--- src/soc_bus_pkg.sv ---
// Shared bus types and address map
`default_nettype none

package soc_bus_pkg;

  // Bus vectors
  typedef logic [31:0] addr_t;
  typedef logic [31:0] data_t;
  typedef logic [3:0]  strb_t;

  // Main memory size
  localparam int MEM_WORDS = 1024;
  localparam int MEM_AW    = $clog2(MEM_WORDS);

  //////////////////////////////
  // Region codes on addr[31:28]
  //////////////////////////////
  localparam logic [3:0] SEL_MEM = 4'h0;
  localparam logic [3:0] SEL_KEY = 4'h1;
  localparam logic [3:0] SEL_DMA = 4'h2;

  // Returned for reads that hit no slave
  localparam data_t UNMAPPED_DATA = 32'h0000_0000;

endpackage

`default_nettype wire

--- src/soc_dev_pkg.sv ---
// Device register map and types
`default_nettype none

package soc_dev_pkg;

  // Keyboard
  typedef logic [7:0] key_code_t;
  localparam int KEY_DEPTH = 4;
  localparam int KEY_PTR_W = $clog2(KEY_DEPTH);

  localparam logic [3:0] KEY_DATA_OFS = 4'h0;
  localparam logic [3:0] KEY_STAT_OFS = 4'h4;

  // DMA register offsets
  localparam logic [3:0] DMA_SRC_OFS  = 4'h0;
  localparam logic [3:0] DMA_DST_OFS  = 4'h4;
  localparam logic [3:0] DMA_LEN_OFS  = 4'h8;
  localparam logic [3:0] DMA_CTRL_OFS = 4'hC;

  // Copy engine states
  typedef enum logic [1:0] {
    IDLE,
    READ,
    WRITE,
    DONE
  } dma_state_t;

endpackage

`default_nettype wire

--- src/wb_if.sv ---
// Shared bus interface
`timescale 1ns/1ps
`default_nettype none

interface wb_if;

  // Request, held by the master until ack
  logic                cyc;
  logic                we;
  soc_bus_pkg::strb_t  strb;
  soc_bus_pkg::addr_t  addr;
  soc_bus_pkg::data_t  wdata;

  // Response, one cycle pulse
  logic                ack;
  soc_bus_pkg::data_t  rdata;

  modport master (
    output cyc, we, strb, addr, wdata,
    input  ack, rdata
  );

  modport slave (
    input  cyc, we, strb, addr, wdata,
    output ack, rdata
  );

endinterface

`default_nettype wire

--- src/keyboard.sv ---
// Keyboard scan code queue
`timescale 1ns/1ps
`default_nettype none

module keyboard (
  input logic                  clk,
  input logic                  arst_n_i,
  wb_if.slave                  bus,
  input logic                  key_strobe_i,
  input soc_dev_pkg::key_code_t key_code_i
);

  soc_dev_pkg::key_code_t          fifo_q [soc_dev_pkg::KEY_DEPTH];
  logic [soc_dev_pkg::KEY_PTR_W-1:0] wr_ptr_q;
  logic [soc_dev_pkg::KEY_PTR_W-1:0] rd_ptr_q;
  logic [soc_dev_pkg::KEY_PTR_W:0]   count_q;
  soc_bus_pkg::data_t              rd_word;
  soc_bus_pkg::data_t              rdata_q;
  logic                            accept;
  logic                            ack_q;
  logic                            empty;
  logic                            full;
  logic                            push;
  logic                            pop;

  assign accept = bus.cyc & ~ack_q;
  assign empty  = (count_q == '0);
  assign full   = (count_q == soc_dev_pkg::KEY_DEPTH);
  // Codes arriving on a full queue are lost
  assign push   = key_strobe_i & ~full;
  assign pop    = accept & ~bus.we & (bus.addr[3:0] == soc_dev_pkg::KEY_DATA_OFS) & ~empty;

  always_ff @(posedge clk) begin
    if (push) fifo_q[wr_ptr_q] <= key_code_i;
  end

  always_ff @(posedge clk or negedge arst_n_i) begin
    if (!arst_n_i) begin
      wr_ptr_q <= '0;
      rd_ptr_q <= '0;
      count_q  <= '0;
      ack_q    <= 1'b0;
    end else begin
      ack_q <= accept;
      if (push) wr_ptr_q <= wr_ptr_q + 1'b1;
      if (pop) rd_ptr_q <= rd_ptr_q + 1'b1;
      if (push && !pop) count_q <= count_q + 1'b1;
      else if (pop && !push) count_q <= count_q - 1'b1;
    end
  end

  // Data reads carry valid in bit 8
  always_comb begin
    rd_word = '0;
    case (bus.addr[3:0])
      soc_dev_pkg::KEY_DATA_OFS: if (!empty) rd_word = {23'd0, 1'b1, fifo_q[rd_ptr_q]};
      soc_dev_pkg::KEY_STAT_OFS: rd_word = soc_bus_pkg::data_t'(count_q);
      default: ;
    endcase
  end

  always_ff @(posedge clk) begin
    if (accept) rdata_q <= rd_word;
  end

  assign bus.ack   = ack_q;
  assign bus.rdata = rdata_q;

endmodule

`default_nettype wire

--- src/flat_wrapper.sv ---
// flat-port wrapper written by rule: the top's interface ports become plain ports
module keyboard_flat 
  (clk, arst_n_i, key_strobe_i, key_code_i, bus_cyc, bus_we, bus_strb, bus_addr, bus_wdata, bus_ack, bus_rdata);
  wb_if bus_i ();
  input logic clk;
  input logic arst_n_i;
  input logic key_strobe_i;
  input soc_dev_pkg::key_code_t key_code_i;
  input wire logic [$bits(bus_i.cyc)-1:0] bus_cyc;
  input wire logic [$bits(bus_i.we)-1:0] bus_we;
  input wire logic [$bits(bus_i.strb)-1:0] bus_strb;
  input wire logic [$bits(bus_i.addr)-1:0] bus_addr;
  input wire logic [$bits(bus_i.wdata)-1:0] bus_wdata;
  output wire logic [$bits(bus_i.ack)-1:0] bus_ack;
  output wire logic [$bits(bus_i.rdata)-1:0] bus_rdata;
  assign bus_i.cyc = bus_cyc;
  assign bus_i.we = bus_we;
  assign bus_i.strb = bus_strb;
  assign bus_i.addr = bus_addr;
  assign bus_i.wdata = bus_wdata;
  assign bus_ack = bus_i.ack;
  assign bus_rdata = bus_i.rdata;
  keyboard u_core (.clk(clk), .arst_n_i(arst_n_i), .bus(bus_i), .key_strobe_i(key_strobe_i), .key_code_i(key_code_i));
endmodule
--- config.mk ---
export PLATFORM = sky130hd
export DESIGN_NAME = keyboard_flat
export DESIGN_NICKNAME = d
export VERILOG_FILES = /design/src/soc_bus_pkg.sv /design/src/soc_dev_pkg.sv /design/src/wb_if.sv /design/src/keyboard.sv /design/src/flat_wrapper.sv
export SDC_FILE = /design/constraint.sdc
export NUM_CORES = 1
export LEC_CHECK = 0
export ABC_AREA = 0
export BUFFER_PORTS_ARGS = -buffer_cell sky130_fd_sc_hd__buf_2
export CAP_MARGIN = 10
export CORE_ASPECT_RATIO = 1.1
export CORE_UTILIZATION = 35
export DETAILED_ROUTE_END_ITERATION = 16
export HOLD_SLACK_MARGIN = 0.03
export PLACE_DENSITY = 0.67
export SLEW_MARGIN = 20
export SYNTH_ARGS = -nofsm -noshare
export SYNTH_HDL_FRONTEND = slang
export SYNTH_SLANG_ARGS = --single-unit
--- constraint.sdc ---
create_clock -name clk -period 2 [get_ports clk]
set_input_delay 0.2 -clock clk [delete_from_list [all_inputs] [get_ports clk]]
set_output_delay 0.2 -clock clk [all_outputs]
set_load 0.01 [all_outputs]
# Word-level counts from Yosys, hierarchy flattened

Memory sizes are Yosys's and may differ from the RTL's.
Cells that the tools add are included.

Flip-flop bits (word level): 40
Latch bits: 0
Bits in writable memories: 32
Bits in read-only memories: 0
Input bits: 81
Output and inout port bits: 33
Word-level logic and storage cells: 34
Memories kept: 1

$add $sub $neg: 4
Multiply operators: 0
Div/mod/pow operators: 0
Order comparisons: 0
Eq/ne operators: 2
Shift-type cells: 0
Multiplexer cells: 6
Bitwise operators: 9
Reduce and logical (&&, ||, !) cells: 7

Memory list:

| memory        | depth | width | rd ports | clocked after Yosys merged registers in | write ports | line           | RTL |
|---|---|---|---|---|---|---|---|
| u_core.fifo_q | 4     | 8     | 1        | 0                                       | 1           | keyboard.sv:13 | `soc_dev_pkg::key_code_t fifo_q [soc_dev_pkg::KEY_DEPTH];` |

Operators with widths:

| kind                | number |
|---|---|
| $pmux 32 s2         | 1 |
| $mux 9              | 1 |
| $mux 3              | 2 |
| $and 1x1->1         | 5 |
| $add 2x1->2 const B | 2 |
| $eq 4x3->1 const B  | 1 |
| $logic_not 4->1     | 1 |
| $not 1->1           | 4 |
| $add 3x1->3 const B | 1 |
| $eq 3x3->1 const B  | 1 |
| $logic_not 3->1     | 1 |
| $sub 3x1->3 const B | 1 |
| $logic_and 1x1->1   | 2 |
| $logic_not 1->1     | 2 |
| $mux 1              | 2 |
| $reduce_bool 2->1   | 1 |

# Depth between registers and ports, before layout

Depth after elaboration: 8
Gate-level depth with buffers: 8
Depth with buffers taken out: 8

# Worst setup path after synthesis

Ideal clock, no wire load.

Path type: register to register
From: register u_core.ack_q, in the netlist u_core.bus.ack
To: register u_core.count_q[1] (netlist name)
Setup time: 125 ps
Arrival time: 2176 ps
Data required time: 1875 ps
Setup slack: -300 ps
Stages on the path, launching flop included: 7
Buffers on the path: 0
Clock period less this slack: 2300 ps
Cell sequence: dfrtp_1 > or3b_2 > or3_4 > ha_1 > inv_1 > fa_1 > mux2_2

Longest elaborated chain between the ends: 8
Elaborated cells on any way between the ends: 10
Those cells by class: mux (1); bitwise (5); reduce/logical (4)

Ends and longest elaborated chain:

| what                                        | line           | RTL |
|---|---|---|
| start, declared                             | keyboard.sv:20 | `logic ack_q;` |
| start signal, assigned                      | keyboard.sv:44 | `ack_q <= accept;` |
| $not 1->1 *                                 | keyboard.sv:26 | `assign accept = bus.cyc & ~ack_q;` |
| $and 1x1->1 *                               | keyboard.sv:26 |  |
| $and 1x1->1 * (3 in series)                 | keyboard.sv:31 | `assign pop = accept & ~bus.we & (bus.addr[3:0] == soc_dev_pkg::KEY_DATA_OFS) & ~empty;` |
| $logic_not 1->1                             | keyboard.sv:47 | `if (push && !pop) count_q <= count_q + 1'b1;` |
| $logic_and 1x1->1                           | keyboard.sv:47 |  |
| $mux 3 or $reduce_bool 2->1 (tied branches) | n/a            |  |
| end signal, assigned                        | keyboard.sv:47 |  |
| end signal, assigned                        | keyboard.sv:48 | `else if (pop && !push) count_q <= count_q - 1'b1;` |
| end, declared                               | keyboard.sv:16 | `logic [soc_dev_pkg::KEY_PTR_W:0] count_q;` |

Every way passes the cells marked *; elsewhere a longest branch is shown, timed or not.
A chain may end at the register's enable or synchronous reset.

# Final worst setup path

Same ends and word-level chain as after synthesis.

==> run_results.csv <==
group,metric,value,unit
final_layout,finalNetCount,260,
setup_path,setup.reg_to_reg.worst_slack,-120,ps
final_layout,antennaDiodeCount,0,
pwr,internal_power,1.974,mW
yosys,synth-seq-cells,49,
setup_path,timing.rr.start,"u_core.bus.ack",
pwr,power.density,1093,nW/um^2
route,post_drt_via_cell_ratio,4.211,
pwr,comb_power_share,0.264,
yosys,synth_area_per_cell,16.61,sq um
clock_tree,worstSkewPairLatency,310,ps
final_layout,layout-area-overhead-vs-synth,15.18,%
sta,setup_tns,-120.0,ps
worst_hold_path,worst_hold_path_endpoint,"u_core.fifo_q[2][5]",
sta,fin_ws,-115.0,ps
pwr,p_sw_frac,0.2794,
global_route,grt_pass1_vias,1037,
yosys,synthesis.area,2176,sq um
setup_path,timing.critical_path.arrival,2310,ps
outcome,run_status,"complete, but fails checks",
yosys,syn-instance-count,131,
floorplan,vert_die_dim,84.70,um
clock_tree,cts_tree,"built",
yosys,ys_seq_area_frac,0.6578,
final_layout,fillers,542,
final_layout,design_area,2506,sq um
floorplan,core_region_area,5878,sq um
sta,post-route-min-period,2115,ps
outcome,failed_checks,"negative setup slack",
sta,timing.clock.skew,10.54,ps
floorplan,number_of_cell_rows,29,
setup_path,top_fanout_value_on_the_critical_path,3,
job,max_cap_viols,0,
pwr,power.ir.vdd_worst,0.0003920,V
yosys,ys_async_sr_fraction,0.1633,
yosys,synth-warning-count,0,
setup_path,timing.rr.end,"u_core.count_q[1]",
sta,timing_hold_violations_final,0,
setup_path,cp_slowest_stage_delay,400,ps
setup_path,crit_family,"simple AND/OR/NAND/NOR gates",
worst_hold_path,min_from,"key_code_i[5]",
final_layout,drive_gt1_frac,0.3621,
setup_path,setup.worst_path.class,"reg -> reg",
placed_design,hpwlAfterDp,2220,um
final_layout,layout.core_utilization,0.4264,
pwr,clock_power_share,0.206,
setup_path,reg2regPathDepth,6,
global_route,met3_usage,0.04022,
yosys,synth_enable_flop_cells,41,
global_route,grt_util_all_layers,0.1067,
sta,report.final.slew_viol_count,0,
yosys,count_of_different_cell_masters_after_synthesis,27,
floorplan,die-width,77.18,um
setup_path,worst_endpoint_required_time,2200,ps
floorplan,ios,114,
placed_design,postPlaceCellArea,2402,sq um
setup_path,timing.critical_path.slowest_stage_cell,"sky130_fd_sc_hd__dfrtp_1",
global_route,grt-ovfl-total,0,
route,drt-initial-drc-count,35,
global_route,grt_max_degree,16,
clock_tree,cts.sinks,49,
clock_tree,cts_max_level,2,
worst_hold_path,hold_path_depth,1,
setup_path,endpoint_kind,"register",
clock_tree,cts.path.max_buffers,2,
setup_path,path_cells,"or3b_4 -> or3_4 -> ha_4 -> inv_2 -> fa_1 -> mux2_2",
placed_design,port_buf_inserts,26,
sta,maximum_operating_frequency,472.8,MHz
clock_tree,clk_root_buffer_cell,"sky130_fd_sc_hd__clkbuf_8",
sta,setup_violations,2,
route,ant_nets,0,
route,total_wire_length_after_detailed_routing,3037,um
global_route,grt_most_used_layer,"met2",
route,remaining_drc_errors,0,
global_route,grt_use_met1,0.1174,
pwr,switching_power,0.7654,mW
global_route,number_of_antenna_violations_at_the_first_check_in_global_routing,0,
placed_design,gp_routability_congestion,0.7790,
setup_path,startpoint_type,"register",
pwr,p_leak,0.9933,nW
route,first_pass_iters,4,
route,total_vias_in_the_final_route,1057,
setup_path,worstPathBufferInverterCount,1,
global_route,grt_pass1_wl,5009,um
floorplan,initial_util,0.3702,
yosys,yosys_most_used_dff,"sky130_fd_sc_hd__edfxtp_1",
floorplan,floorplan.die_area,6536,sq um
worst_hold_path,min_path_type,"in -> reg",
route,drt-wirelength-per-cell,12.10,um
global_route,gr-usage-met2,0.1714,
clock_tree,tritoncts.num_buffers,5,
pwr,p_seq_frac,0.531,
clock_tree,cts.clk_slew.worst_paths,90,ps
sta,rsz0062_at_grt,"true",
sta,period_share,1.058,
power by group through the flow:
stage,Combinational (mW),Clock [mW],Sequential [mW]
finish,0.723,0.563,1.45
global route,0.816,0.612,1.48
CTS,0.742,0.572,1.46
detailed placement,0.732,0,1.48
global placement,0.726,0,1.47
floorplan,0.559,0,1.44
cells in the final DEF, fill, tap and decap left out, drive strengths merged:
master,n
conb,23
or4,1
o22ai,3
nor2,2
nor3,1
or3,3
nor2b,6
or3b,1
clkbuf,5
clkinv,3
inv,7
ha,5
and2,4
mux2,2
nor4b,1
fa,1
a21boi,1
dlygate4sd3,1
edfxtp,41
mux4,8
nand2,3
xor2,3
xnor2,3
dfrtp,8
buf,38
registers in the layout, indices dropped and copies added (netlist names):
signal	cells
u_core.wr_ptr_q	2
u_core.rd_ptr_q	2
u_core.bus.ack	1
u_core.count_q	3
u_core.bus.rdata	9
u_core.fifo_q	32
logic make-up after synthesis:
group | count (synthesis) | synth area share
flops | 49 | 0.6578
other cells | 1 | 0.001723
xor+xnor | 6 | 0.02761
mux | 10 | 0.09315
compound gates | 4 | 0.01208
buf+inv | 33 | 0.1006
fa+ha+maj | 6 | 0.03795
simple gates | 22 | 0.06900
worst register-to-register path: cells and delay by family, from the launching register on:
kind                       cells  cell delay [ps]
DFF                            1              400
muxes                          1              260
buffers and inverters          1               50
and+or+nand+nor                2              750
adders and majority gates      2              560
cell usage after synthesis, types with 3 or more instances:
cell type,n,area [sq um]
sky130_fd_sc_hd__xor2_1,3,26.28
sky130_fd_sc_hd__ha_1,5,62.56
sky130_fd_sc_hd__dfrtp_1,8,200.2
sky130_fd_sc_hd__mux4_2,8,180.2
sky130_fd_sc_hd__inv_1,7,26.28
sky130_fd_sc_hd__edfxtp_1,41,1231
sky130_fd_sc_hd__nand2_1,3,11.26
sky130_fd_sc_hd__and2_1,4,25.02
sky130_fd_sc_hd__buf_4,23,172.7
sky130_fd_sc_hd__nor2b_1,6,37.54
sky130_fd_sc_hd__o22ai_1,3,18.77
worst max path at each step:
stage | slack [ps] | endpoint | depth (start not counted) | from
finish | -120 | u_core.count_q[1] | 6 | u_core.bus.ack
CTS | -160 | u_core.count_q[1] | 6 | u_core.bus.ack
floorplan | -170 | u_core.count_q[1] | 6 | u_core.bus.ack
global route | -160 | u_core.count_q[1] | 6 | u_core.bus.ack
detailed placement | -240 | u_core.count_q[1] | 7 | bus_addr[1]
global placement | -220 | u_core.count_q[1] | 7 | bus_addr[1]
final cells by class:
type                    instances  area [sq um]  area share
well taps                      77         96.34     0.03844
clock inverters                 3         17.52    0.006990
repair buffers                 39         242.7     0.09685
multi-input cells              71         623.1      0.2486
inverters                       7         26.28     0.01048
flip-flops and latches         49          1431      0.5711
clock buffers                   5         68.82     0.02746
routing by layer:
metal  share of wire  wire [um]
met5               0          0
met4           0.038        116
met3           0.050        152
met2            0.51       1549
met1            0.40       1218
timing repair:
action	in CTS	in global routing
pin swaps	3	1
endpoints found under the hold margin	8	0
hold buffers	1	0
setup buffers	1	0
setup endpoints to repair	2	2
resized for setup	1	0
through the flow:
step / hold slack, ps / total power, mW / cells / setup slack, ps
after floorplan: -95.59 / 1.998 / 153 / -170.7
after global placement: 56.33 / 2.198 / 241 / -219.5
after detailed placement: 52.58 / 2.214 / 241 / -242.9
after CTS: 105.4 / 2.772 / 251 / -159.9
after global routing: 95.62 / 2.908 / 251 / -162.9
final: 103.4 / 2.739 / 251 / -115.0
Power figures use the tool's default switching activity.
