===== src/soc_bus_pkg.sv =====
// Shared bus types and address map
`default_nettype none

package soc_bus_pkg;

  // Bus vectors
  typedef logic [31:0] addr_t;
  typedef logic [31:0] data_t;
  typedef logic [3:0]  strb_t;

  // Main memory size
  localparam int MEM_WORDS = 1024;
  localparam int MEM_AW    = $clog2(MEM_WORDS);

  //////////////////////////////
  // Region codes on addr[31:28]
  //////////////////////////////
  localparam logic [3:0] SEL_MEM = 4'h0;
  localparam logic [3:0] SEL_KEY = 4'h1;
  localparam logic [3:0] SEL_DMA = 4'h2;

  // Returned for reads that hit no slave
  localparam data_t UNMAPPED_DATA = 32'h0000_0000;

endpackage

`default_nettype wire


===== src/soc_dev_pkg.sv =====
// Device register map and types
`default_nettype none

package soc_dev_pkg;

  // Keyboard
  typedef logic [7:0] key_code_t;
  localparam int KEY_DEPTH = 4;
  localparam int KEY_PTR_W = $clog2(KEY_DEPTH);

  localparam logic [3:0] KEY_DATA_OFS = 4'h0;
  localparam logic [3:0] KEY_STAT_OFS = 4'h4;

  // DMA register offsets
  localparam logic [3:0] DMA_SRC_OFS  = 4'h0;
  localparam logic [3:0] DMA_DST_OFS  = 4'h4;
  localparam logic [3:0] DMA_LEN_OFS  = 4'h8;
  localparam logic [3:0] DMA_CTRL_OFS = 4'hC;

  // Copy engine states
  typedef enum logic [1:0] {
    IDLE,
    READ,
    WRITE,
    DONE
  } dma_state_t;

endpackage

`default_nettype wire


===== src/wb_if.sv =====
// Shared bus interface
`timescale 1ns/1ps
`default_nettype none

interface wb_if;

  // Request, held by the master until ack
  logic                cyc;
  logic                we;
  soc_bus_pkg::strb_t  strb;
  soc_bus_pkg::addr_t  addr;
  soc_bus_pkg::data_t  wdata;

  // Response, one cycle pulse
  logic                ack;
  soc_bus_pkg::data_t  rdata;

  modport master (
    output cyc, we, strb, addr, wdata,
    input  ack, rdata
  );

  modport slave (
    input  cyc, we, strb, addr, wdata,
    output ack, rdata
  );

endinterface

`default_nettype wire


===== src/disk_dma.sv =====
// Disk DMA copy engine
`timescale 1ns/1ps
`default_nettype none

module disk_dma (
  input  logic clk,
  input  logic arst_n_i,
  wb_if.slave  regs,
  wb_if.master mem,
  output logic irq_o,
  input  logic irq_clear_i
);

  soc_dev_pkg::dma_state_t state_q;
  soc_dev_pkg::dma_state_t state_d;
  soc_bus_pkg::addr_t      src_q;
  soc_bus_pkg::addr_t      dst_q;
  soc_bus_pkg::addr_t      cur_src_q;
  soc_bus_pkg::addr_t      cur_dst_q;
  soc_bus_pkg::data_t      len_q;
  soc_bus_pkg::data_t      rem_q;
  soc_bus_pkg::data_t      buf_q;
  soc_bus_pkg::data_t      reg_word;
  soc_bus_pkg::data_t      reg_rdata_q;
  logic [3:0]              ofs;
  logic                    reg_accept;
  logic                    reg_ack_q;
  logic                    busy;
  logic                    start;
  logic                    done_q;

  //////////////////////////////
  // Register port
  //////////////////////////////

  assign ofs        = regs.addr[3:0];
  assign reg_accept = regs.cyc & ~reg_ack_q;
  assign busy       = (state_q != soc_dev_pkg::IDLE);
  // Start requests during a copy are dropped
  assign start      = reg_accept & regs.we & (ofs == soc_dev_pkg::DMA_CTRL_OFS) &
                      regs.wdata[0] & ~busy;

  always_ff @(posedge clk or negedge arst_n_i) begin
    if (!arst_n_i) begin
      src_q     <= '0;
      dst_q     <= '0;
      len_q     <= '0;
      reg_ack_q <= 1'b0;
    end else begin
      reg_ack_q <= reg_accept;
      if (reg_accept && regs.we) begin
        case (ofs)
          soc_dev_pkg::DMA_SRC_OFS: src_q <= regs.wdata;
          soc_dev_pkg::DMA_DST_OFS: dst_q <= regs.wdata;
          soc_dev_pkg::DMA_LEN_OFS: len_q <= regs.wdata;
          default: ;
        endcase
      end
    end
  end

  always_comb begin
    case (ofs)
      soc_dev_pkg::DMA_SRC_OFS:  reg_word = src_q;
      soc_dev_pkg::DMA_DST_OFS:  reg_word = dst_q;
      soc_dev_pkg::DMA_LEN_OFS:  reg_word = len_q;
      soc_dev_pkg::DMA_CTRL_OFS: reg_word = {30'd0, done_q, busy};
      default:                   reg_word = '0;
    endcase
  end

  always_ff @(posedge clk) begin
    if (reg_accept) reg_rdata_q <= reg_word;
  end

  assign regs.ack   = reg_ack_q;
  assign regs.rdata = reg_rdata_q;

  //////////////////////////////
  // Copy engine
  //////////////////////////////

  // One read then one write per word
  always_comb begin
    state_d = state_q;
    case (state_q)
      soc_dev_pkg::IDLE: begin
        if (start && len_q == '0) state_d = soc_dev_pkg::DONE;
        else if (start) state_d = soc_dev_pkg::READ;
      end
      soc_dev_pkg::READ: if (mem.ack) state_d = soc_dev_pkg::WRITE;
      soc_dev_pkg::WRITE: begin
        if (mem.ack && rem_q == 32'd1) state_d = soc_dev_pkg::DONE;
        else if (mem.ack) state_d = soc_dev_pkg::READ;
      end
      default: state_d = soc_dev_pkg::IDLE;
    endcase
  end

  // done doubles as the level interrupt, setting wins over clear
  always_ff @(posedge clk or negedge arst_n_i) begin
    if (!arst_n_i) begin
      state_q <= soc_dev_pkg::IDLE;
      done_q  <= 1'b0;
    end else begin
      state_q <= state_d;
      if (state_q == soc_dev_pkg::DONE) done_q <= 1'b1;
      else if (irq_clear_i) done_q <= 1'b0;
    end
  end

  always_ff @(posedge clk) begin
    if (start) begin
      cur_src_q <= src_q;
      cur_dst_q <= dst_q;
      rem_q     <= len_q;
    end
    if (state_q == soc_dev_pkg::READ && mem.ack) begin
      buf_q     <= mem.rdata;
      cur_src_q <= cur_src_q + 32'd4;
    end
    if (state_q == soc_dev_pkg::WRITE && mem.ack) begin
      cur_dst_q <= cur_dst_q + 32'd4;
      rem_q     <= rem_q - 32'd1;
    end
  end

  assign mem.cyc   = (state_q == soc_dev_pkg::READ) || (state_q == soc_dev_pkg::WRITE);
  assign mem.we    = (state_q == soc_dev_pkg::WRITE);
  assign mem.strb  = 4'hF;
  assign mem.addr  = (state_q == soc_dev_pkg::WRITE) ? cur_dst_q : cur_src_q;
  assign mem.wdata = buf_q;

  assign irq_o = done_q;

endmodule

`default_nettype wire


===== src/flat_wrapper.sv =====
// flat-port wrapper written by rule: the top's interface ports become plain ports
module disk_dma_flat 
  (clk, arst_n_i, irq_o, irq_clear_i, regs_cyc, regs_we, regs_strb, regs_addr, regs_wdata, regs_ack, regs_rdata, mem_cyc, mem_we, mem_strb, mem_addr, mem_wdata, mem_ack, mem_rdata);
  wb_if regs_i ();
  wb_if mem_i ();
  input  logic clk;
  input  logic arst_n_i;
  output logic irq_o;
  input  logic irq_clear_i;
  input wire logic [$bits(regs_i.cyc)-1:0] regs_cyc;
  input wire logic [$bits(regs_i.we)-1:0] regs_we;
  input wire logic [$bits(regs_i.strb)-1:0] regs_strb;
  input wire logic [$bits(regs_i.addr)-1:0] regs_addr;
  input wire logic [$bits(regs_i.wdata)-1:0] regs_wdata;
  output wire logic [$bits(regs_i.ack)-1:0] regs_ack;
  output wire logic [$bits(regs_i.rdata)-1:0] regs_rdata;
  output wire logic [$bits(mem_i.cyc)-1:0] mem_cyc;
  output wire logic [$bits(mem_i.we)-1:0] mem_we;
  output wire logic [$bits(mem_i.strb)-1:0] mem_strb;
  output wire logic [$bits(mem_i.addr)-1:0] mem_addr;
  output wire logic [$bits(mem_i.wdata)-1:0] mem_wdata;
  input wire logic [$bits(mem_i.ack)-1:0] mem_ack;
  input wire logic [$bits(mem_i.rdata)-1:0] mem_rdata;
  assign regs_i.cyc = regs_cyc;
  assign regs_i.we = regs_we;
  assign regs_i.strb = regs_strb;
  assign regs_i.addr = regs_addr;
  assign regs_i.wdata = regs_wdata;
  assign regs_ack = regs_i.ack;
  assign regs_rdata = regs_i.rdata;
  assign mem_cyc = mem_i.cyc;
  assign mem_we = mem_i.we;
  assign mem_strb = mem_i.strb;
  assign mem_addr = mem_i.addr;
  assign mem_wdata = mem_i.wdata;
  assign mem_i.ack = mem_ack;
  assign mem_i.rdata = mem_rdata;
  disk_dma u_core (.clk(clk), .arst_n_i(arst_n_i), .regs(regs_i), .mem(mem_i), .irq_o(irq_o), .irq_clear_i(irq_clear_i));
endmodule

===== config.mk =====
export PLATFORM = sky130hd
export DESIGN_NAME = disk_dma_flat
export DESIGN_NICKNAME = d
export VERILOG_FILES = /design/src/soc_bus_pkg.sv /design/src/soc_dev_pkg.sv /design/src/wb_if.sv /design/src/disk_dma.sv /design/src/flat_wrapper.sv
export SDC_FILE = /design/constraint.sdc
export NUM_CORES = 1
export LEC_CHECK = 0
export BUFFER_PORTS_ARGS = -buffer_cell sky130_fd_sc_hd__buf_2
export CELL_PAD_IN_SITES_DETAIL_PLACEMENT = 2
export CELL_PAD_IN_SITES_GLOBAL_PLACEMENT = 2
export CORE_MARGIN = 3
export CORE_UTILIZATION = 40
export DETAILED_ROUTE_END_ITERATION = 7
export PLACE_DENSITY_LB_ADDON = 0.15
export SYNTH_ARGS = -nofsm -noshare
export SYNTH_HDL_FRONTEND = slang
export SYNTH_SLANG_ARGS = --single-unit

===== constraint.sdc =====
create_clock -name clk -period 7.4 [get_ports clk]
set_input_delay 0.37 -clock clk [delete_from_list [all_inputs] [get_ports clk]]
set_output_delay 0.37 -clock clk [all_outputs]
set_load 0.01 [all_outputs]

Word level (Yosys, flattened, before mapping)
Cells that the tools add are included.
{"block": "totals", "word_cells": 64, "mem_count": 0, "reg_bits": 260, "latch_bits": 0, "output_inout_bits": 104, "input_bits": 106, "rom_bits": 0, "ramBits": 0}
{"block": "op_classes", "eq_ne": 10, "n_mux": 16, "n_bitwise": 7, "n_shift": 0, "reduce_logical": 17, "div_mod_pow": 0, "n_addsub": 3, "magnitude_cmp": 0, "multipliers": 0}
{"cell": "2-to-1 mux 32 bit", "count": 7}
{"cell": "case mux 32 bit (4 select lines)", "count": 1}
{"cell": "adder 32 x 3 -> 32 bit (second input constant)", "count": 2}
{"cell": "== test 32 x 1 -> 1 bit (second input constant)", "count": 1}
{"cell": "logical NOT 32 bit", "count": 1}
{"cell": "subtractor 32 x 1 -> 32 bit (second input constant)", "count": 1}
{"cell": "2-to-1 mux 2 bit", "count": 5}
{"cell": "== test 4 bit (second input constant)", "count": 2}
{"cell": "nonzero test 2 bit", "count": 4}
{"cell": "inequality test 3 x 1 -> 1 bit (second input constant)", "count": 2}
{"cell": "case mux 2 bit (3 select lines)", "count": 1}
{"cell": "AND reduction 2 bit", "count": 3}
{"cell": "bitwise AND 1 bit", "count": 5}
{"cell": "logical AND 1 bit", "count": 5}
{"cell": "== test 2 bit (second input constant)", "count": 2}
{"cell": "== test 4 x 3 -> 1 bit (second input constant)", "count": 1}
{"cell": "logical NOT 4 bit", "count": 1}
{"cell": "AND reduction 3 bit", "count": 1}
{"cell": "== test 2 x 1 -> 1 bit (second input constant)", "count": 1}
{"cell": "logical NOT 2 bit", "count": 1}
{"cell": "2-to-1 mux 1 bit", "count": 2}
{"cell": "inequality test 2 bit (second input constant)", "count": 1}
{"cell": "NOT 1 bit", "count": 2}
{"cell": "logical OR 1 bit", "count": 1}

Depth between registers and ports, before layout
{"block": "logic_depth", "word_depth": 9, "mapped_depth": 8, "depth_no_buf": 7}

Worst setup path before layout
No wires, ideal clock.
{"block": "synth_path", "path_kind": "register to register", "start": "register u_core.state_q[0]", "end": "register u_core.cur_dst_q[10] (enable)", "slack_ps": 4089, "setup_time_ps": 679, "t_arrival_ps": 2632, "synth_period_minus_slack_ps": 3311, "t_required_ps": 6721, "stages_incl_launch_ff": 8, "path_buffers": 3, "path_cell_list": "dfrtp_1 > inv_1 > ha_1 > clkbuf_1 > nand2_1 > clkbuf_1 > clkbuf_1 > nand2_1"}
{"block": "synth_between", "word_cells_on_any_way": 6, "classes_between": "eq/ne: 1; bitwise: 2; reduce/logical: 3"}
{"item": "start, declared", "line": "disk_dma.sv:14", "rtl": "soc_dev_pkg::dma_state_t state_q;"}
{"item": "start signal, assigned", "line": "disk_dma.sv:103", "rtl": "state_q <= soc_dev_pkg::IDLE;"}
{"item": "start signal, assigned", "line": "disk_dma.sv:106", "rtl": "state_q <= state_d;"}
{"item": "== test 2 bit"}
{"item": "via mem_we", "line": "flat_wrapper.sv:18", "rtl": "output wire logic [$bits(mem_i.we)-1:0] mem_we;"}
{"item": "logical AND 1 bit", "line": "disk_dma.sv:122", "rtl": "if (state_q == soc_dev_pkg::WRITE && mem.ack) begin"}
{"item": "nonzero test 2 bit (no source line)"}
{"item": "end signal, assigned", "line": "disk_dma.sv:115", "rtl": "cur_dst_q <= dst_q;"}
{"item": "end signal, assigned", "line": "disk_dma.sv:123", "rtl": "cur_dst_q <= cur_dst_q + 32'd4;"}
{"item": "end, declared", "line": "disk_dma.sv:19", "rtl": "soc_bus_pkg::addr_t cur_dst_q;"}
The timed path passes the listed nets, and every way through them passes these cells.
A chain may end at the register's enable or synchronous reset.

Worst setup path after layout
{"block": "layout_path", "start": "register u_core.reg_ack_q, in the netlist u_core.regs.ack", "end": "register u_core.rem_q[1] (enable)"}
{"block": "layout_between", "elab_chain_len": 7}
{"item": "start, declared", "line": "disk_dma.sv:27", "rtl": "logic reg_ack_q;"}
{"item": "start signal, assigned", "line": "disk_dma.sv:50", "rtl": "reg_ack_q <= reg_accept;"}
{"item": "NOT 1 bit", "line": "disk_dma.sv:37", "rtl": "assign reg_accept = regs.cyc & ~reg_ack_q;"}
{"item": "bitwise AND 1 bit", "line": "disk_dma.sv:37"}
{"item": "bitwise AND 1 bit (3 in a row)", "line": "disk_dma.sv:40", "rtl": "assign start = reg_accept & regs.we & (ofs == soc_dev_pkg::DMA_CTRL_OFS) &"}
{"item": "bitwise AND 1 bit", "line": "disk_dma.sv:41", "rtl": "regs.wdata[0] & ~busy;"}
{"item": "nonzero test 2 bit (no source line)"}
{"item": "end signal, assigned", "line": "disk_dma.sv:116", "rtl": "rem_q <= len_q;"}
{"item": "end signal, assigned", "line": "disk_dma.sv:124", "rtl": "rem_q <= rem_q - 32'd1;"}
{"item": "end, declared", "line": "disk_dma.sv:21", "rtl": "soc_bus_pkg::data_t rem_q;"}
Every way passes these cells.

==> impl_metrics.toml <==
[floorplanning]
start_util = 0.4095
die_w_um = 183.7
die_y_um = 183.7
core_area_mm2 = 0.03083
dieArea_mm2 = 0.03373
fp-row-count = 64
pin_count = 210

[global_routing]
gr-total-overflow = 0
grt_use_total = 0.2642
grt_pass1_vias = 10770
grt_start_max_net_pins = 70
antenna_found_initial = 1
grt_pass1_wl_mm = 67.87

[layout]
drive_gt1_frac = 0.2864
fin_area_mm2 = 0.01510
layout.nets = 1376
areaGrowthSynthToFinish_pct = 19.56
antenna_cells = 0

[drt]
viasPerCell = 5.716
via_count = 9608
drt-total-wl_mm = 44.60
ant_nets = 0
drcViolationCount = 0
drtPass1Iterations = 4
wire_per_inst_um = 26.53
drt_iter0_markers = 562

[synth]
yosysMostFrequentCell = "edfxtp_1"
yosysSeqAreaShare = 0.5787
ys_seq_elements = 260
synth_area_mm2 = 0.01263
async_reset_ff_frac = 0.3846
synthFlopType = "edfxtp_1"
yosysTopAreaCell = "edfxtp_1"
synth_top_cell_area_share = 0.3805
synth_area_per_cell_um2 = 11.76
synth.distinct_cells = 44
synth_common_cells = "edfxtp_1, mux2_2, nand2_1, dfrtp_1, o21ai_0"
ys.warnings.count = 0
synth_edf_count = 160
synth_cells = 1074
synth_area_leaders = "edfxtp_1, dfrtp_1, mux2_2, xnor2_1, o21ai_0"

[clock_tree]
numCtsBuffers = 30
clockBufferDepth = 3
cts_tree = "done"
post_cts_buffers = 0
h-tree-depth = 1
clockRootBuffer = "clkbuf_16"
clock_sinks = 260
clock_latency_ns = 0.56
clkTransAtPathRegs_ns = 0.06
post_cts_resized = 0

[setup_path]
cpMaxStageDelayCell = "nand2_2"
worstPathArrival_ns = 3.23
timing.rr.end = "u_core.rem_q[1]"
start_kind = "flop"
cp_cell_sequence = "nor4b_1, buf_4, nand4_1, nand2_2, buf_4"
path_depth = 5
r2r_slack_ns = 4.36
cp_data_required_time_ns = 7.59
crit_end = "u_core.rem_q[1]"
cp_common_cell = "buf_4"
crit_type = "flop to flop"
end_kind = "flop"
crit_start = "u_core.regs.ack"
rr_startpoint = "u_core.regs.ack"
critPathMaxStageDelay_ns = 0.63
worstRegToRegCells = 5
cp_max_fo = 41
path_delay_family = "simple AND/OR/NAND/NOR gates"
path_buf_inv = 2

[placed_design]
dp_hpwl_mm = 29.09
gp_congestion = 0.8070
port_buffers = 173
place_area_mm2 = 0.01386

[pwr]
power_density_mw_per_mm2 = 299.9
leakage_uw = 0.005973
ir_drop_mv = 0.2164

[sta]
worst_slew_pin_slew_ns = 1.210
fin_skew_ns = 0.01331
max-slew-margin-rel = 0.1916
fmax_mhz = 328.5
rsz0062_at_grt = "no"
fin_tns_setup_ns = 0
setup_violations = 0
min_period_ns = 3.044
hold_viol_final = 0
fin_crit_sh = 0.4113
slew_violations = 0

[job]
maxCapViolCount = 0

[run_status]
status = "finished, final reports clean"

[worst_hold_path]
worstHoldPathType = "input pin to flop"
==> cells in the final DEF (no fill, tap or decap), types with 26 or more instances in the layout <==
cell / n
dfrtp_1: 100
nand2_1: 107
nand3_1: 30
nor4_1: 29
mux2i_1: 30
clkbuf_16: 31
mux2_2: 125
nor2_1: 81
a21oi_1: 30
edfxtp_1: 160
xor2_1: 26
dlygate4sd3_1: 30
buf_2: 172
xnor2_1: 56
o21ai_0: 90
==> cells by family (layout without fill, tap and decap cells) <==
family / Yosys count / count (layout) / share of synthesized area
AND/OR/NAND/NOR: 351 / 351 / 0.1352
flip-flops: 260 / 260 / 0.5787
multiplexers: 157 / 157 / 0.1388
AO/OA/AOI/OAI: 134 / 134 / 0.05530
XOR/XNOR: 82 / 82 / 0.05688
buffers and inverters: 80 / 288 / 0.02586
adder cells (fa/ha/maj): 9 / 9 / 0.008919
other: 1 / 4 / 0.0002970
==> power by group <==
group	internal (µW)	switching (µW)	total, µW
Sequential	1850	240	2090
Combinational	394	599	993
Clock	828	619	1450
Total	3070	1460	4530
==> stage by stage <==
step	util	setup slack (ns)	total power [µW]	cells	hold WS (ns)
after CTS	0.4897	4.388	4545	1681	0.005201
after floorplan	-	4.089	2626	1077	0.07441
after global placement	0.4496	4.137	3020	1595	0.3730
after detailed placement	0.4496	4.045	3080	1595	0.3688
final	0.4897	4.356	4527	1681	0.03207
after global routing	0.4897	4.201	4747	1681	0.002322
==> per-layer routing <==
metal	track usage	wire length, µm	vias up
li1	-	-	4255
met1	0.3351	18450	4974
met2	0.4585	22230	280
met3	0.03918	2140	97
met4	0.1005	1770	2
met5	0	10	-
==> timing repair <==
action | in CTS | in global routing
setup endpoints to repair | 0 | 0
hold endpoints to repair | 61 | 0
hold buffers | 30 | 0
==> sequential cells by signal (all words and copies together), names as in the netlist <==
register           count
u_core.regs.ack        1
u_core.cur_src_q      32
u_core.len_q          32
u_core.irq_o           1
u_core.state_q         2
u_core.regs.rdata     32
u_core.rem_q          32
u_core.mem.wdata      32
u_core.dst_q          32
u_core.cur_dst_q      32
u_core.src_q          32
==> how the worst min path moves through the flow <==
stage / start / end / slack [ns] / cells past startpoint
CTS: mem_rdata[9] / u_core.mem.wdata[9] / 0.005 / 1
detailed placement: arst_n_i / u_core.src_q[10] / 0.37 / 1
global route: mem_rdata[9] / u_core.mem.wdata[9] / 0.002 / 1
global placement: arst_n_i / u_core.src_q[10] / 0.37 / 1
floorplan: arst_n_i / u_core.dst_q[0] / 0.07 / 0
finish: mem_rdata[9] / u_core.mem.wdata[9] / 0.03 / 1
==> layout make-up <==
| class | instances | area, µm² |
|---|---|---|
| fill | 3102 | 15730 |
| clock buffer | 50 | 907.1 |
| sequential | 260 | 7307 |
| tap | 396 | 495.5 |
| multi-input combinational | 737 | 5039 |
| clock inverter | 6 | 28.78 |
| inverter | 18 | 67.56 |
| timing repair buffer | 214 | 1251 |
No activity file was read; power rests on OpenSTA's default activity.
