<file path="src/soc_bus_pkg.sv">
// Shared bus types and address map
`default_nettype none

package soc_bus_pkg;

  // Bus vectors
  typedef logic [31:0] addr_t;
  typedef logic [31:0] data_t;
  typedef logic [3:0]  strb_t;

  // Main memory size
  localparam int MEM_WORDS = 1024;
  localparam int MEM_AW    = $clog2(MEM_WORDS);

  //////////////////////////////
  // Region codes on addr[31:28]
  //////////////////////////////
  localparam logic [3:0] SEL_MEM = 4'h0;
  localparam logic [3:0] SEL_KEY = 4'h1;
  localparam logic [3:0] SEL_DMA = 4'h2;

  // Returned for reads that hit no slave
  localparam data_t UNMAPPED_DATA = 32'h0000_0000;

endpackage

`default_nettype wire

</file>
<file path="src/wb_if.sv">
// Shared bus interface
`timescale 1ns/1ps
`default_nettype none

interface wb_if;

  // Request, held by the master until ack
  logic                cyc;
  logic                we;
  soc_bus_pkg::strb_t  strb;
  soc_bus_pkg::addr_t  addr;
  soc_bus_pkg::data_t  wdata;

  // Response, one cycle pulse
  logic                ack;
  soc_bus_pkg::data_t  rdata;

  modport master (
    output cyc, we, strb, addr, wdata,
    input  ack, rdata
  );

  modport slave (
    input  cyc, we, strb, addr, wdata,
    output ack, rdata
  );

endinterface

`default_nettype wire

</file>
<file path="src/wish_bus.sv">
// Bus arbiter and address decoder
`timescale 1ns/1ps
`default_nettype none

module wish_bus (
  input logic clk,
  input logic arst_n_i,
  wb_if.slave  host_s,
  wb_if.slave  dma_s,
  wb_if.master mem_m,
  wb_if.master key_m,
  wb_if.master dma_reg_m
);

  logic               gnt_host_q;
  logic               gnt_dma_q;
  logic               unmap_ack_q;
  logic               req_cyc;
  logic               req_we;
  soc_bus_pkg::strb_t req_strb;
  soc_bus_pkg::addr_t req_addr;
  soc_bus_pkg::data_t req_wdata;
  logic [3:0]         sel;
  logic               unmapped;
  logic               rsp_ack;
  soc_bus_pkg::data_t rsp_data;

  //////////////////////////////
  // Grant
  //////////////////////////////

  // Host wins when both ask on a free bus
  always_ff @(posedge clk or negedge arst_n_i) begin
    if (!arst_n_i) begin
      gnt_host_q <= 1'b0;
      gnt_dma_q  <= 1'b0;
    end else if (gnt_host_q || gnt_dma_q) begin
      if (rsp_ack) begin
        gnt_host_q <= 1'b0;
        gnt_dma_q  <= 1'b0;
      end
    end else begin
      gnt_host_q <= host_s.cyc;
      gnt_dma_q  <= dma_s.cyc & ~host_s.cyc;
    end
  end

  //////////////////////////////
  // Request path
  //////////////////////////////

  assign req_cyc   = (gnt_host_q & host_s.cyc) | (gnt_dma_q & dma_s.cyc);
  assign req_we    = gnt_dma_q ? dma_s.we    : host_s.we;
  assign req_strb  = gnt_dma_q ? dma_s.strb  : host_s.strb;
  assign req_addr  = gnt_dma_q ? dma_s.addr  : host_s.addr;
  assign req_wdata = gnt_dma_q ? dma_s.wdata : host_s.wdata;

  assign sel      = req_addr[31:28];
  assign unmapped = (sel != soc_bus_pkg::SEL_MEM) && (sel != soc_bus_pkg::SEL_KEY) &&
                    (sel != soc_bus_pkg::SEL_DMA);

  assign mem_m.cyc   = req_cyc & (sel == soc_bus_pkg::SEL_MEM);
  assign mem_m.we    = req_we;
  assign mem_m.strb  = req_strb;
  assign mem_m.addr  = req_addr;
  assign mem_m.wdata = req_wdata;

  assign key_m.cyc   = req_cyc & (sel == soc_bus_pkg::SEL_KEY);
  assign key_m.we    = req_we;
  assign key_m.strb  = req_strb;
  assign key_m.addr  = req_addr;
  assign key_m.wdata = req_wdata;

  assign dma_reg_m.cyc   = req_cyc & (sel == soc_bus_pkg::SEL_DMA);
  assign dma_reg_m.we    = req_we;
  assign dma_reg_m.strb  = req_strb;
  assign dma_reg_m.addr  = req_addr;
  assign dma_reg_m.wdata = req_wdata;

  // Local answer for holes in the map, one pulse per cycle
  always_ff @(posedge clk or negedge arst_n_i) begin
    if (!arst_n_i) begin
      unmap_ack_q <= 1'b0;
    end else begin
      unmap_ack_q <= req_cyc & unmapped & ~unmap_ack_q;
    end
  end

  //////////////////////////////
  // Response path
  //////////////////////////////

  always_comb begin
    rsp_ack  = unmap_ack_q;
    rsp_data = soc_bus_pkg::UNMAPPED_DATA;
    case (sel)
      soc_bus_pkg::SEL_MEM: begin
        rsp_ack  = mem_m.ack;
        rsp_data = mem_m.rdata;
      end
      soc_bus_pkg::SEL_KEY: begin
        rsp_ack  = key_m.ack;
        rsp_data = key_m.rdata;
      end
      soc_bus_pkg::SEL_DMA: begin
        rsp_ack  = dma_reg_m.ack;
        rsp_data = dma_reg_m.rdata;
      end
      default: ;
    endcase
  end

  assign host_s.ack   = gnt_host_q & rsp_ack;
  assign host_s.rdata = rsp_data;
  assign dma_s.ack    = gnt_dma_q & rsp_ack;
  assign dma_s.rdata  = rsp_data;

endmodule

`default_nettype wire

</file>
<file path="src/flat_wrapper.sv">
// flat-port wrapper written by rule: the top's interface ports become plain ports
module wish_bus_flat 
  (clk, arst_n_i, host_s_cyc, host_s_we, host_s_strb, host_s_addr, host_s_wdata, host_s_ack, host_s_rdata, dma_s_cyc, dma_s_we, dma_s_strb, dma_s_addr, dma_s_wdata, dma_s_ack, dma_s_rdata, mem_m_cyc, mem_m_we, mem_m_strb, mem_m_addr, mem_m_wdata, mem_m_ack, mem_m_rdata, key_m_cyc, key_m_we, key_m_strb, key_m_addr, key_m_wdata, key_m_ack, key_m_rdata, dma_reg_m_cyc, dma_reg_m_we, dma_reg_m_strb, dma_reg_m_addr, dma_reg_m_wdata, dma_reg_m_ack, dma_reg_m_rdata);
  wb_if host_s_i ();
  wb_if dma_s_i ();
  wb_if mem_m_i ();
  wb_if key_m_i ();
  wb_if dma_reg_m_i ();
  input logic clk;
  input logic arst_n_i;
  input wire logic [$bits(host_s_i.cyc)-1:0] host_s_cyc;
  input wire logic [$bits(host_s_i.we)-1:0] host_s_we;
  input wire logic [$bits(host_s_i.strb)-1:0] host_s_strb;
  input wire logic [$bits(host_s_i.addr)-1:0] host_s_addr;
  input wire logic [$bits(host_s_i.wdata)-1:0] host_s_wdata;
  output wire logic [$bits(host_s_i.ack)-1:0] host_s_ack;
  output wire logic [$bits(host_s_i.rdata)-1:0] host_s_rdata;
  input wire logic [$bits(dma_s_i.cyc)-1:0] dma_s_cyc;
  input wire logic [$bits(dma_s_i.we)-1:0] dma_s_we;
  input wire logic [$bits(dma_s_i.strb)-1:0] dma_s_strb;
  input wire logic [$bits(dma_s_i.addr)-1:0] dma_s_addr;
  input wire logic [$bits(dma_s_i.wdata)-1:0] dma_s_wdata;
  output wire logic [$bits(dma_s_i.ack)-1:0] dma_s_ack;
  output wire logic [$bits(dma_s_i.rdata)-1:0] dma_s_rdata;
  output wire logic [$bits(mem_m_i.cyc)-1:0] mem_m_cyc;
  output wire logic [$bits(mem_m_i.we)-1:0] mem_m_we;
  output wire logic [$bits(mem_m_i.strb)-1:0] mem_m_strb;
  output wire logic [$bits(mem_m_i.addr)-1:0] mem_m_addr;
  output wire logic [$bits(mem_m_i.wdata)-1:0] mem_m_wdata;
  input wire logic [$bits(mem_m_i.ack)-1:0] mem_m_ack;
  input wire logic [$bits(mem_m_i.rdata)-1:0] mem_m_rdata;
  output wire logic [$bits(key_m_i.cyc)-1:0] key_m_cyc;
  output wire logic [$bits(key_m_i.we)-1:0] key_m_we;
  output wire logic [$bits(key_m_i.strb)-1:0] key_m_strb;
  output wire logic [$bits(key_m_i.addr)-1:0] key_m_addr;
  output wire logic [$bits(key_m_i.wdata)-1:0] key_m_wdata;
  input wire logic [$bits(key_m_i.ack)-1:0] key_m_ack;
  input wire logic [$bits(key_m_i.rdata)-1:0] key_m_rdata;
  output wire logic [$bits(dma_reg_m_i.cyc)-1:0] dma_reg_m_cyc;
  output wire logic [$bits(dma_reg_m_i.we)-1:0] dma_reg_m_we;
  output wire logic [$bits(dma_reg_m_i.strb)-1:0] dma_reg_m_strb;
  output wire logic [$bits(dma_reg_m_i.addr)-1:0] dma_reg_m_addr;
  output wire logic [$bits(dma_reg_m_i.wdata)-1:0] dma_reg_m_wdata;
  input wire logic [$bits(dma_reg_m_i.ack)-1:0] dma_reg_m_ack;
  input wire logic [$bits(dma_reg_m_i.rdata)-1:0] dma_reg_m_rdata;
  assign host_s_i.cyc = host_s_cyc;
  assign host_s_i.we = host_s_we;
  assign host_s_i.strb = host_s_strb;
  assign host_s_i.addr = host_s_addr;
  assign host_s_i.wdata = host_s_wdata;
  assign host_s_ack = host_s_i.ack;
  assign host_s_rdata = host_s_i.rdata;
  assign dma_s_i.cyc = dma_s_cyc;
  assign dma_s_i.we = dma_s_we;
  assign dma_s_i.strb = dma_s_strb;
  assign dma_s_i.addr = dma_s_addr;
  assign dma_s_i.wdata = dma_s_wdata;
  assign dma_s_ack = dma_s_i.ack;
  assign dma_s_rdata = dma_s_i.rdata;
  assign mem_m_cyc = mem_m_i.cyc;
  assign mem_m_we = mem_m_i.we;
  assign mem_m_strb = mem_m_i.strb;
  assign mem_m_addr = mem_m_i.addr;
  assign mem_m_wdata = mem_m_i.wdata;
  assign mem_m_i.ack = mem_m_ack;
  assign mem_m_i.rdata = mem_m_rdata;
  assign key_m_cyc = key_m_i.cyc;
  assign key_m_we = key_m_i.we;
  assign key_m_strb = key_m_i.strb;
  assign key_m_addr = key_m_i.addr;
  assign key_m_wdata = key_m_i.wdata;
  assign key_m_i.ack = key_m_ack;
  assign key_m_i.rdata = key_m_rdata;
  assign dma_reg_m_cyc = dma_reg_m_i.cyc;
  assign dma_reg_m_we = dma_reg_m_i.we;
  assign dma_reg_m_strb = dma_reg_m_i.strb;
  assign dma_reg_m_addr = dma_reg_m_i.addr;
  assign dma_reg_m_wdata = dma_reg_m_i.wdata;
  assign dma_reg_m_i.ack = dma_reg_m_ack;
  assign dma_reg_m_i.rdata = dma_reg_m_rdata;
  wish_bus u_core (.clk(clk), .arst_n_i(arst_n_i), .host_s(host_s_i), .dma_s(dma_s_i), .mem_m(mem_m_i), .key_m(key_m_i), .dma_reg_m(dma_reg_m_i));
endmodule
</file>
<file path="config.mk">
export PLATFORM = sky130hd
export DESIGN_NAME = wish_bus_flat
export DESIGN_NICKNAME = d
export VERILOG_FILES = /design/src/soc_bus_pkg.sv /design/src/wb_if.sv /design/src/wish_bus.sv /design/src/flat_wrapper.sv
export SDC_FILE = /design/constraint.sdc
export NUM_CORES = 1
export LEC_CHECK = 0
export CAP_MARGIN = 5
export CORE_AREA = 2 2 200 202
export CTS_BUF_LIST = sky130_fd_sc_hd__clkbuf_8
export DETAILED_ROUTE_END_ITERATION = 8
export DIE_AREA = 0 0 202 204
export DONT_BUFFER_PORTS = 1
export PLACE_DENSITY = 0.3
export SYNTH_ARGS = -nofsm -noshare
export SYNTH_HDL_FRONTEND = slang
export SYNTH_SLANG_ARGS = --single-unit
</file>
<file path="constraint.sdc">
create_clock -name clk -period 2.6 [get_ports clk]
set_clock_uncertainty 0.15 [all_clocks]
set_input_delay 0.65 -clock clk [delete_from_list [all_inputs] [get_ports clk]]
set_output_delay 0.65 -clock clk [all_outputs]
set_load 0.05 [all_outputs]
</file>
# Yosys cells after proc, flatten, opt, wreduce, memory -nomap -nowiden
# Index checks and enable logic that the tools add are counted.
# totals
ff_bits,3
inputBits,241
output_inout_bits,276
wordCells,35
# classes
eq_ne,5
muxes,9
bitwise_logic,13
reduce_logical,5
# ops
op,count
32-bit one-hot mux with 3 select lines,1
32-bit 2-to-1 mux,2
1-bit AND,10
"4-bit by 1-bit equality test with 1-bit output, second input constant",1
"4-bit by 2-bit equality test with 1-bit output, second input constant",1
4-bit zero test,1
1-bit 2-to-1 mux,4
4-bit 2-to-1 mux,1
"4-bit by 1-bit inequality test with 1-bit output, second input constant",1
"4-bit by 2-bit inequality test with 1-bit output, second input constant",1
4-bit nonzero test,1
1-bit one-hot mux with 3 select lines,1
1-bit logical AND,2
"2-bit by 1-bit inequality test with 1-bit output, second input constant",1
1-bit NOT,2
1-bit logical OR,1
1-bit bitwise OR,1

# Logic depth before layout (Yosys ltp)
# Gate-level depths: netlist of the first run.
# depth
ltp_word,6
mapped_depth,8
ltp_nobuf,5

# Worst setup path after synthesis of the first run
# Ideal clock, no wire load.
# synth_path
path_kind,input to output
startpoint,in dma_s_addr[29]
endpoint,out key_m_cyc
arrival_ps,3162
required_ps,1800
slack_ps,-1362
stages,4
n_path_buf,1
cell_sequence,mux2i_2 > buf_2 > inv_1 > nor4_1
# synth_via
elab_chain_cells,3
# synth_rtl
element,line_no,text
"start, declared",flat_wrapper.sv:21,input wire logic [$bits(dma_s_i.addr)-1:0] dma_s_addr;
32-bit 2-to-1 mux,wish_bus.sv:55,assign req_addr = gnt_dma_q ? dma_s.addr : host_s.addr;
named net dma_reg_m_addr[29],flat_wrapper.sv:42,output wire logic [$bits(dma_reg_m_i.addr)-1:0] dma_reg_m_addr;
4-bit by 1-bit equality test with 1-bit output,wish_bus.sv:68,assign key_m.cyc = req_cyc & (sel == soc_bus_pkg::SEL_KEY);
1-bit AND,wish_bus.sv:68,
"end, declared",flat_wrapper.sv:32,output wire logic [$bits(key_m_i.cyc)-1:0] key_m_cyc;
# The timed path passes the listed nets, and every way through them passes these cells.

# Worst setup path in the final report of the first run
# layout_path
startpoint,reg u_core.gnt_dma_q
endpoint,out host_s_rdata[0]
# layout_via
elab_chain_cells,3
word_cells_on_any_way,5
cone_classes,eq/ne: 2; mux: 2; reduce/logical: 1
# layout_rtl
element,line_no,text
"start, declared",wish_bus.sv:16,logic gnt_dma_q;
"start signal, assigned",wish_bus.sv:44,gnt_dma_q <= dma_s.cyc & ~host_s.cyc;
32-bit 2-to-1 mux *,wish_bus.sv:55,
4-bit by 2-bit equality test with 1-bit output (tied with other cells),wish_bus.sv:96,case (sel)
32-bit one-hot mux with 3 select lines *,wish_bus.sv:96,
"end, declared",flat_wrapper.sv:17,output wire logic [$bits(host_s_i.rdata)-1:0] host_s_rdata;
# Every way passes the cells marked *; elsewhere a longest branch is shown, timed or not.

==> results of run 1 <==
final cells by class:
type | instances | share of cell area (%)
multi-input cells | 188 | 37.7
clock inverters | 1 | 0.0661
repair buffers | 171 | 48.1
clock buffers | 3 | 0.727
inverters | 2 | 0.264
flip-flops and latches | 3 | 1.39
well taps | 525 | 11.6
diodes | 5 | 0.220
worst max-delay path: cells and delay by family (launching register included):
kind / cells / cell delay (ns)
buf+inv: 3 / 0.47
simple gates: 1 / 0.07
mux: 2 / 0.66
flops: 1 / 0.48
compound gates: 1 / 0.17
synth_stat cells (all sizes together):
cell / number
nor3: 1
a32o: 2
mux2i: 2
a21oi: 1
a22oi: 33
nor2: 35
nor4: 3
o21ai: 1
or3: 1
and2: 2
a32oi: 1
mux2: 100
nor2b: 1
clkbuf: 10
buf: 182
a21boi: 2
or3b: 1
inv: 2
dfrtp: 3
nand2: 1
through the flow:
step	setup slack, ns	hold WS [ns]
5_1_grt	-0.368	0.379
4_1_cts	-0.332	0.348
6_report	-0.279	0.341
3_5_place_dp	-0.289	0.205
3_3_place_gp	-0.310	0.205
2_1_floorplan	-0.660	0.204
cell families after synthesis:
logic type	share of synthesized area [%]
AND/OR/NAND/NOR	6.14
AO/OA/AOI/OAI	9.97
multiplexers	37.1
flip-flops	2.39
buffers and inverters	44.4
per-layer routing:
layer | wire length (um) | GRT usage, %
met1 | 5280 | 7.24
met2 | 9490 | 14.5
met3 | 2070 | 3.09
met4 | 970 | 4.62
met5 | 13 | 0
registers in the layout, indices dropped and copies added (netlist names):
signal              cells
u_core.unmap_ack_q      1
u_core.gnt_dma_q        1
u_core.gnt_host_q       1
what timing repair did:
action	4_1_cts	5_1_grt
gates cloned	2	1
hold buffers	1	0
endpoints found under the setup margin	221	219
gates resized for setup	59	6
buffers inserted	6	3
pin swaps	21	11
endpoints found under the hold margin	3	0
final timing paths:
kind | from | endpoint | cells past startpoint
worst min register to register | u_core.unmap_ack_q | u_core.unmap_ack_q | 1
min in group asynchronous | arst_n_i | u_core.gnt_dma_q | 1
max in group asynchronous | arst_n_i | u_core.gnt_dma_q | 1
worst max register to register | u_core.gnt_dma_q | u_core.gnt_dma_q | 6
worst min-delay path | u_core.unmap_ack_q | u_core.unmap_ack_q | 1
worst max-delay path | u_core.gnt_dma_q | host_s_rdata[0] | 7
power breakdown:
part | total (mW) | switching, mW | internal (mW)
logic | 7.97 | 5.37 | 2.60
registers | 0.111 | 0.0372 | 0.0737
clock network | 0.131 | 0.0306 | 0.101
==> flow_summary.toml, run 1 <==
[synthesis]
synth.distinct_cells = 23
yosysWarnings = 0
synth_area_per_cell_sq_um = 8.17
ys_seq_area_share_pct = 2.39
netlist_instances = 384
synth.cell_area_sq_um = 3140
yosys-top-cells-area = "buf_4 41%, mux2_2 36%, a22oi_1 7.9%"
synth_top_cell_by_area = "buf_4"
ys_ff_latch = 3
synth_top_area_share_pct = 40.7
synth_fp_nets = 625

[clocking]
root_buffer = "clkbuf_8"
clkLatencyLatePin_ns = 0.21
numCtsBuffers = 3
cts_tree = "built"
clk_pin_slew_ns = 0.03
cts.path.max_buffers = 2
htreeDepth = 1
cts_sinks = 3

[routing]
viasPerCell = 3.03
dr.pass1.iters = 4
final_antenna_net_count = 0
wl_per_cell_um = 19.8
wl_um = 17800
drc = 0
vias = 2719
drt_iter0_markers = 55

[timing]
tightest_slew_ns = 0.612
rsz0062_at_grt = "true"
setup_tns_ns = -27.63
period_needed_ns = 2.88
report.final.slew_viol_count = 0
setup_viol = 216
maxSlewHeadroom_pct = 59.2
hold_viol = 0
setup_slack_ns = -0.279
fmax_mhz = 347
final.period_utilization_pct = 111

[final_layout]
final_nets = 610
design_area_sq_um = 5680
seqCellArea_sq_um = 78.8
final_cells = 898
multiInputGateArea_sq_um = 2140
layout_common_cells = "108 x buf_12, 96 x mux2_2, 49 x buf_4"
final_common_cell = "buf_12"
drive_above_1_share_pct = 96.5
syn2layout_area_growth_pct = 81.1
nFillCells = 4351
final_core_util_pct = 14.5

[pwr]
powerDensity_nw_per_um2 = 1450
p_leak_nw = 1.99
p_total_mw = 8.21
vdd_drop_max_mv = 0.575

[worst_setup_path]
critPathCaptureType = "primary output"
regToRegSetupSlack_ns = 0.46
critPathRequiredTime_ns = 1.80
start_kind = "flop"
critPathKind = "reg2out"
crit_top_cell = "buf_12"
arrival_ns = 2.08
worstPathMaxFanout = 9
cp_slowest_cell = "dfrtp_4"
slowest_delay_ns = 0.48
critical_path.cell_chain = "mux2i_4 -> buf_12 -> buf_12 -> mux2_2 -> a22oi_2 -> nor2_4 -> buf_12"

[die]
die_h_um = 204
coreArea_sq_um = 39200
die-area_sq_um = 41200
core.rowCount = 73
die_w_um = 202
pin_count = 517
start_util_pct = 8.01

[worst_hold_path]
hp-class = "reg2reg"

[global_routing]
antenna_found_initial = 6
track_usage_pct = 7.82
grt_max_degree = 49
grt_pass1_vias = 2929
grt_overflow = 0
grt_pass1_wl_um = 22600

[placed_design]
place_area_sq_um = 5200
post-dp-hpwl_um = 16000
port_buffers = 0
dp_cells = 878
gp_congestion = 0.829

[outcome]
violations = "negative setup slack"
outcome = "complete, but fails checks"

[run]
drv_cap = 0
(Power assumes the default switching activity.)
==> run 2, diff against run 1 <==
--- a/config.mk
+++ b/config.mk
@@ -7,7 +7,7 @@
 export LEC_CHECK = 0
 export CAP_MARGIN = 5
 export CORE_AREA = 2 2 200 202
-export CTS_BUF_LIST = sky130_fd_sc_hd__clkbuf_8
+export CTS_BUF_LIST = sky130_fd_sc_hd__clkbuf_8 sky130_fd_sc_hd__clkbuf_16
 export DETAILED_ROUTE_END_ITERATION = 8
 export DIE_AREA = 0 0 202 204
 export DONT_BUFFER_PORTS = 1
==> run 2 against run 1 <==
  * Setup slack worse by 0.0064 ns
  * Critical path type unchanged
  * Critical endpoint unchanged
  * Combinational power about the same
  * Critical path depth unchanged
  * Non-clock buffer count unchanged
  * The flow still finishes with violations (negative setup slack)
  * Sequential power about the same
  * Total power up 1.3%
  * Largest power group unchanged
  * First-iteration DRC count unchanged
  * Global-route usage unchanged
  * Flip-flop and latch count unchanged
  * Via count about the same
  * Clock power up 82%
==> flow_summary.toml, run 2 (same netlist as run 1, synthesis figures left out) <==
[outcome]
outcome = "complete, but fails checks"
violations = "negative setup slack"

[global_routing]
grt_overflow = 0
grt_pass1_wl_um = 22600
track_usage_pct = 7.82
antenna_found_initial = 6
grt_max_degree = 49
grt_pass1_vias = 2928

[clocking]
root_buffer = "clkbuf_16"
htreeDepth = 1
cts_sinks = 3
clk_pin_slew_ns = 0.03
numCtsBuffers = 3
cts.path.max_buffers = 2
cts_tree = "built"
clkLatencyLatePin_ns = 0.22

[final_layout]
final_common_cell = "buf_12"
layout_common_cells = "108 x buf_12, 96 x mux2_2, 49 x buf_4"
nFillCells = 4347
reg.largest.list = "u_core.gnt_dma_q (1), u_core.gnt_host_q (1), u_core.unmap_ack_q (1)"
design_area_sq_um = 5720
final_nets = 610
drive_above_1_share_pct = 96.5
syn2layout_area_growth_pct = 82.2
final_cells = 898

[timing]
setup_slack_ns = -0.285
fmax_mhz = 347
hold_viol = 0
final.period_utilization_pct = 111
tightest_slew_ns = 0.612
maxSlewHeadroom_pct = 59.2
rsz0062_at_grt = "true"
setup_viol = 216
report.final.slew_viol_count = 0
period_needed_ns = 2.89
holdWs_ns = 0.341

[routing]
wl_per_cell_um = 19.9
final_antenna_net_count = 0
viasPerCell = 3.03
vias = 2721
dr.pass1.iters = 4
drc = 0
wl_met2_um = 9490
wl_um = 17800
wirelength_met1_um = 5280
top_layer_used = "met5"
drt_iter0_markers = 55
met3RoutedLength_um = 2070

[worst_setup_path]
slowest_delay_ns = 0.48
cp_slowest_cell = "dfrtp_4"
reg2regPathDepth = 6
cp_top_family = "multiplexers"
crit_buf_inv = 3
crit_top_cell = "buf_12"
path_depth = 7
critPathKind = "reg2out"
arrival_ns = 2.09
worstPathMaxFanout = 9
crit_start = "u_core.gnt_dma_q"
critPathCaptureType = "primary output"
start_kind = "flop"
critPathRequiredTime_ns = 1.80
critical_path.cell_chain = "mux2i_4 -> buf_12 -> buf_12 -> mux2_2 -> a22oi_2 -> nor2_4 -> buf_12"
rr_startpoint = "u_core.gnt_dma_q"

[pwr]
p_total_mw = 8.32
vdd_drop_max_mv = 0.575
p_leak_nw = 2.01
powerDensity_nw_per_um2 = 1460

[run]
drv_cap = 0

[die]
die_h_um = 204
core.rowCount = 73
die_w_um = 202
coreArea_sq_um = 39200
die-area_sq_um = 41200
pin_count = 517
start_util_pct = 8.01

[placed_design]
port_buffers = 0
post-dp-hpwl_um = 16000
place_area_sq_um = 5200
dp_cells = 878
gp_congestion = 0.829

[worst_hold_path]
min_from = "u_core.unmap_ack_q"
hold_path_depth = 1
hp-class = "reg2reg"
run 2: cell counts in the layout (fill, tap and decap cells not counted):
No cell type changed its count.
run 2: final cells by class:
type                            instances  area [sq um]  share of cell area, %
Sequential cell                         3          78.8                   1.38
Antenna cell                            5          12.5                  0.219
Clock buffer                            3          75.1                   1.31
Tap cell                              525           657                   11.5
Multi-Input combinational cell        188          2140                   37.5
Inverter                                2          15.0                  0.263
Clock inverter                          1          3.75                 0.0657
Timing Repair Buffer                  171          2730                   47.8
run 2: per-stage QoR:
| stage | utilization [%] | setup WS, ns | setup TNS, ns |
|---|---|---|---|
| after floorplan | - | -0.660 | -34.83 |
| after global placement | 13.3 | -0.310 | -16.76 |
| after detailed placement | 13.3 | -0.289 | -16.49 |
| after CTS | 14.4 | -0.334 | -37.12 |
| after global routing | 14.6 | -0.371 | -52.45 |
| final | 14.6 | -0.285 | -29.02 |
run 2: final timing paths:
path	to	slack [ns]
max	host_s_rdata[0]	-0.29
min	u_core.unmap_ack_q	0.34
max reg2reg	u_core.gnt_dma_q	0.46
min reg2reg	u_core.unmap_ack_q	0.34
max in group asynchronous	u_core.gnt_dma_q	1.53
min in group asynchronous	u_core.gnt_dma_q	0.56
run 2: repair_timing:
action	in CTS	in global routing
hold endpoints to repair	3	0
gates cloned	2	1
hold buffers	1	0
setup endpoints to repair	221	221
setup buffers	6	3
resized for setup	59	6
pin swaps	21	11
run 2: per-layer routing:
layer,global-route usage [%],up-vias
met3,3.09,30
met5,0,-
met4,4.62,2
met2,14.5,316
li1,-,1148
met1,7.24,1225
run 2: power breakdown:
group | switching (mW) | total, mW | internal [mW]
Combinational | 5.37 | 7.97 | 2.60
Clock | 0.0406 | 0.239 | 0.198
Sequential | 0.0372 | 0.111 | 0.0738
Total | 5.45 | 8.32 | 2.87
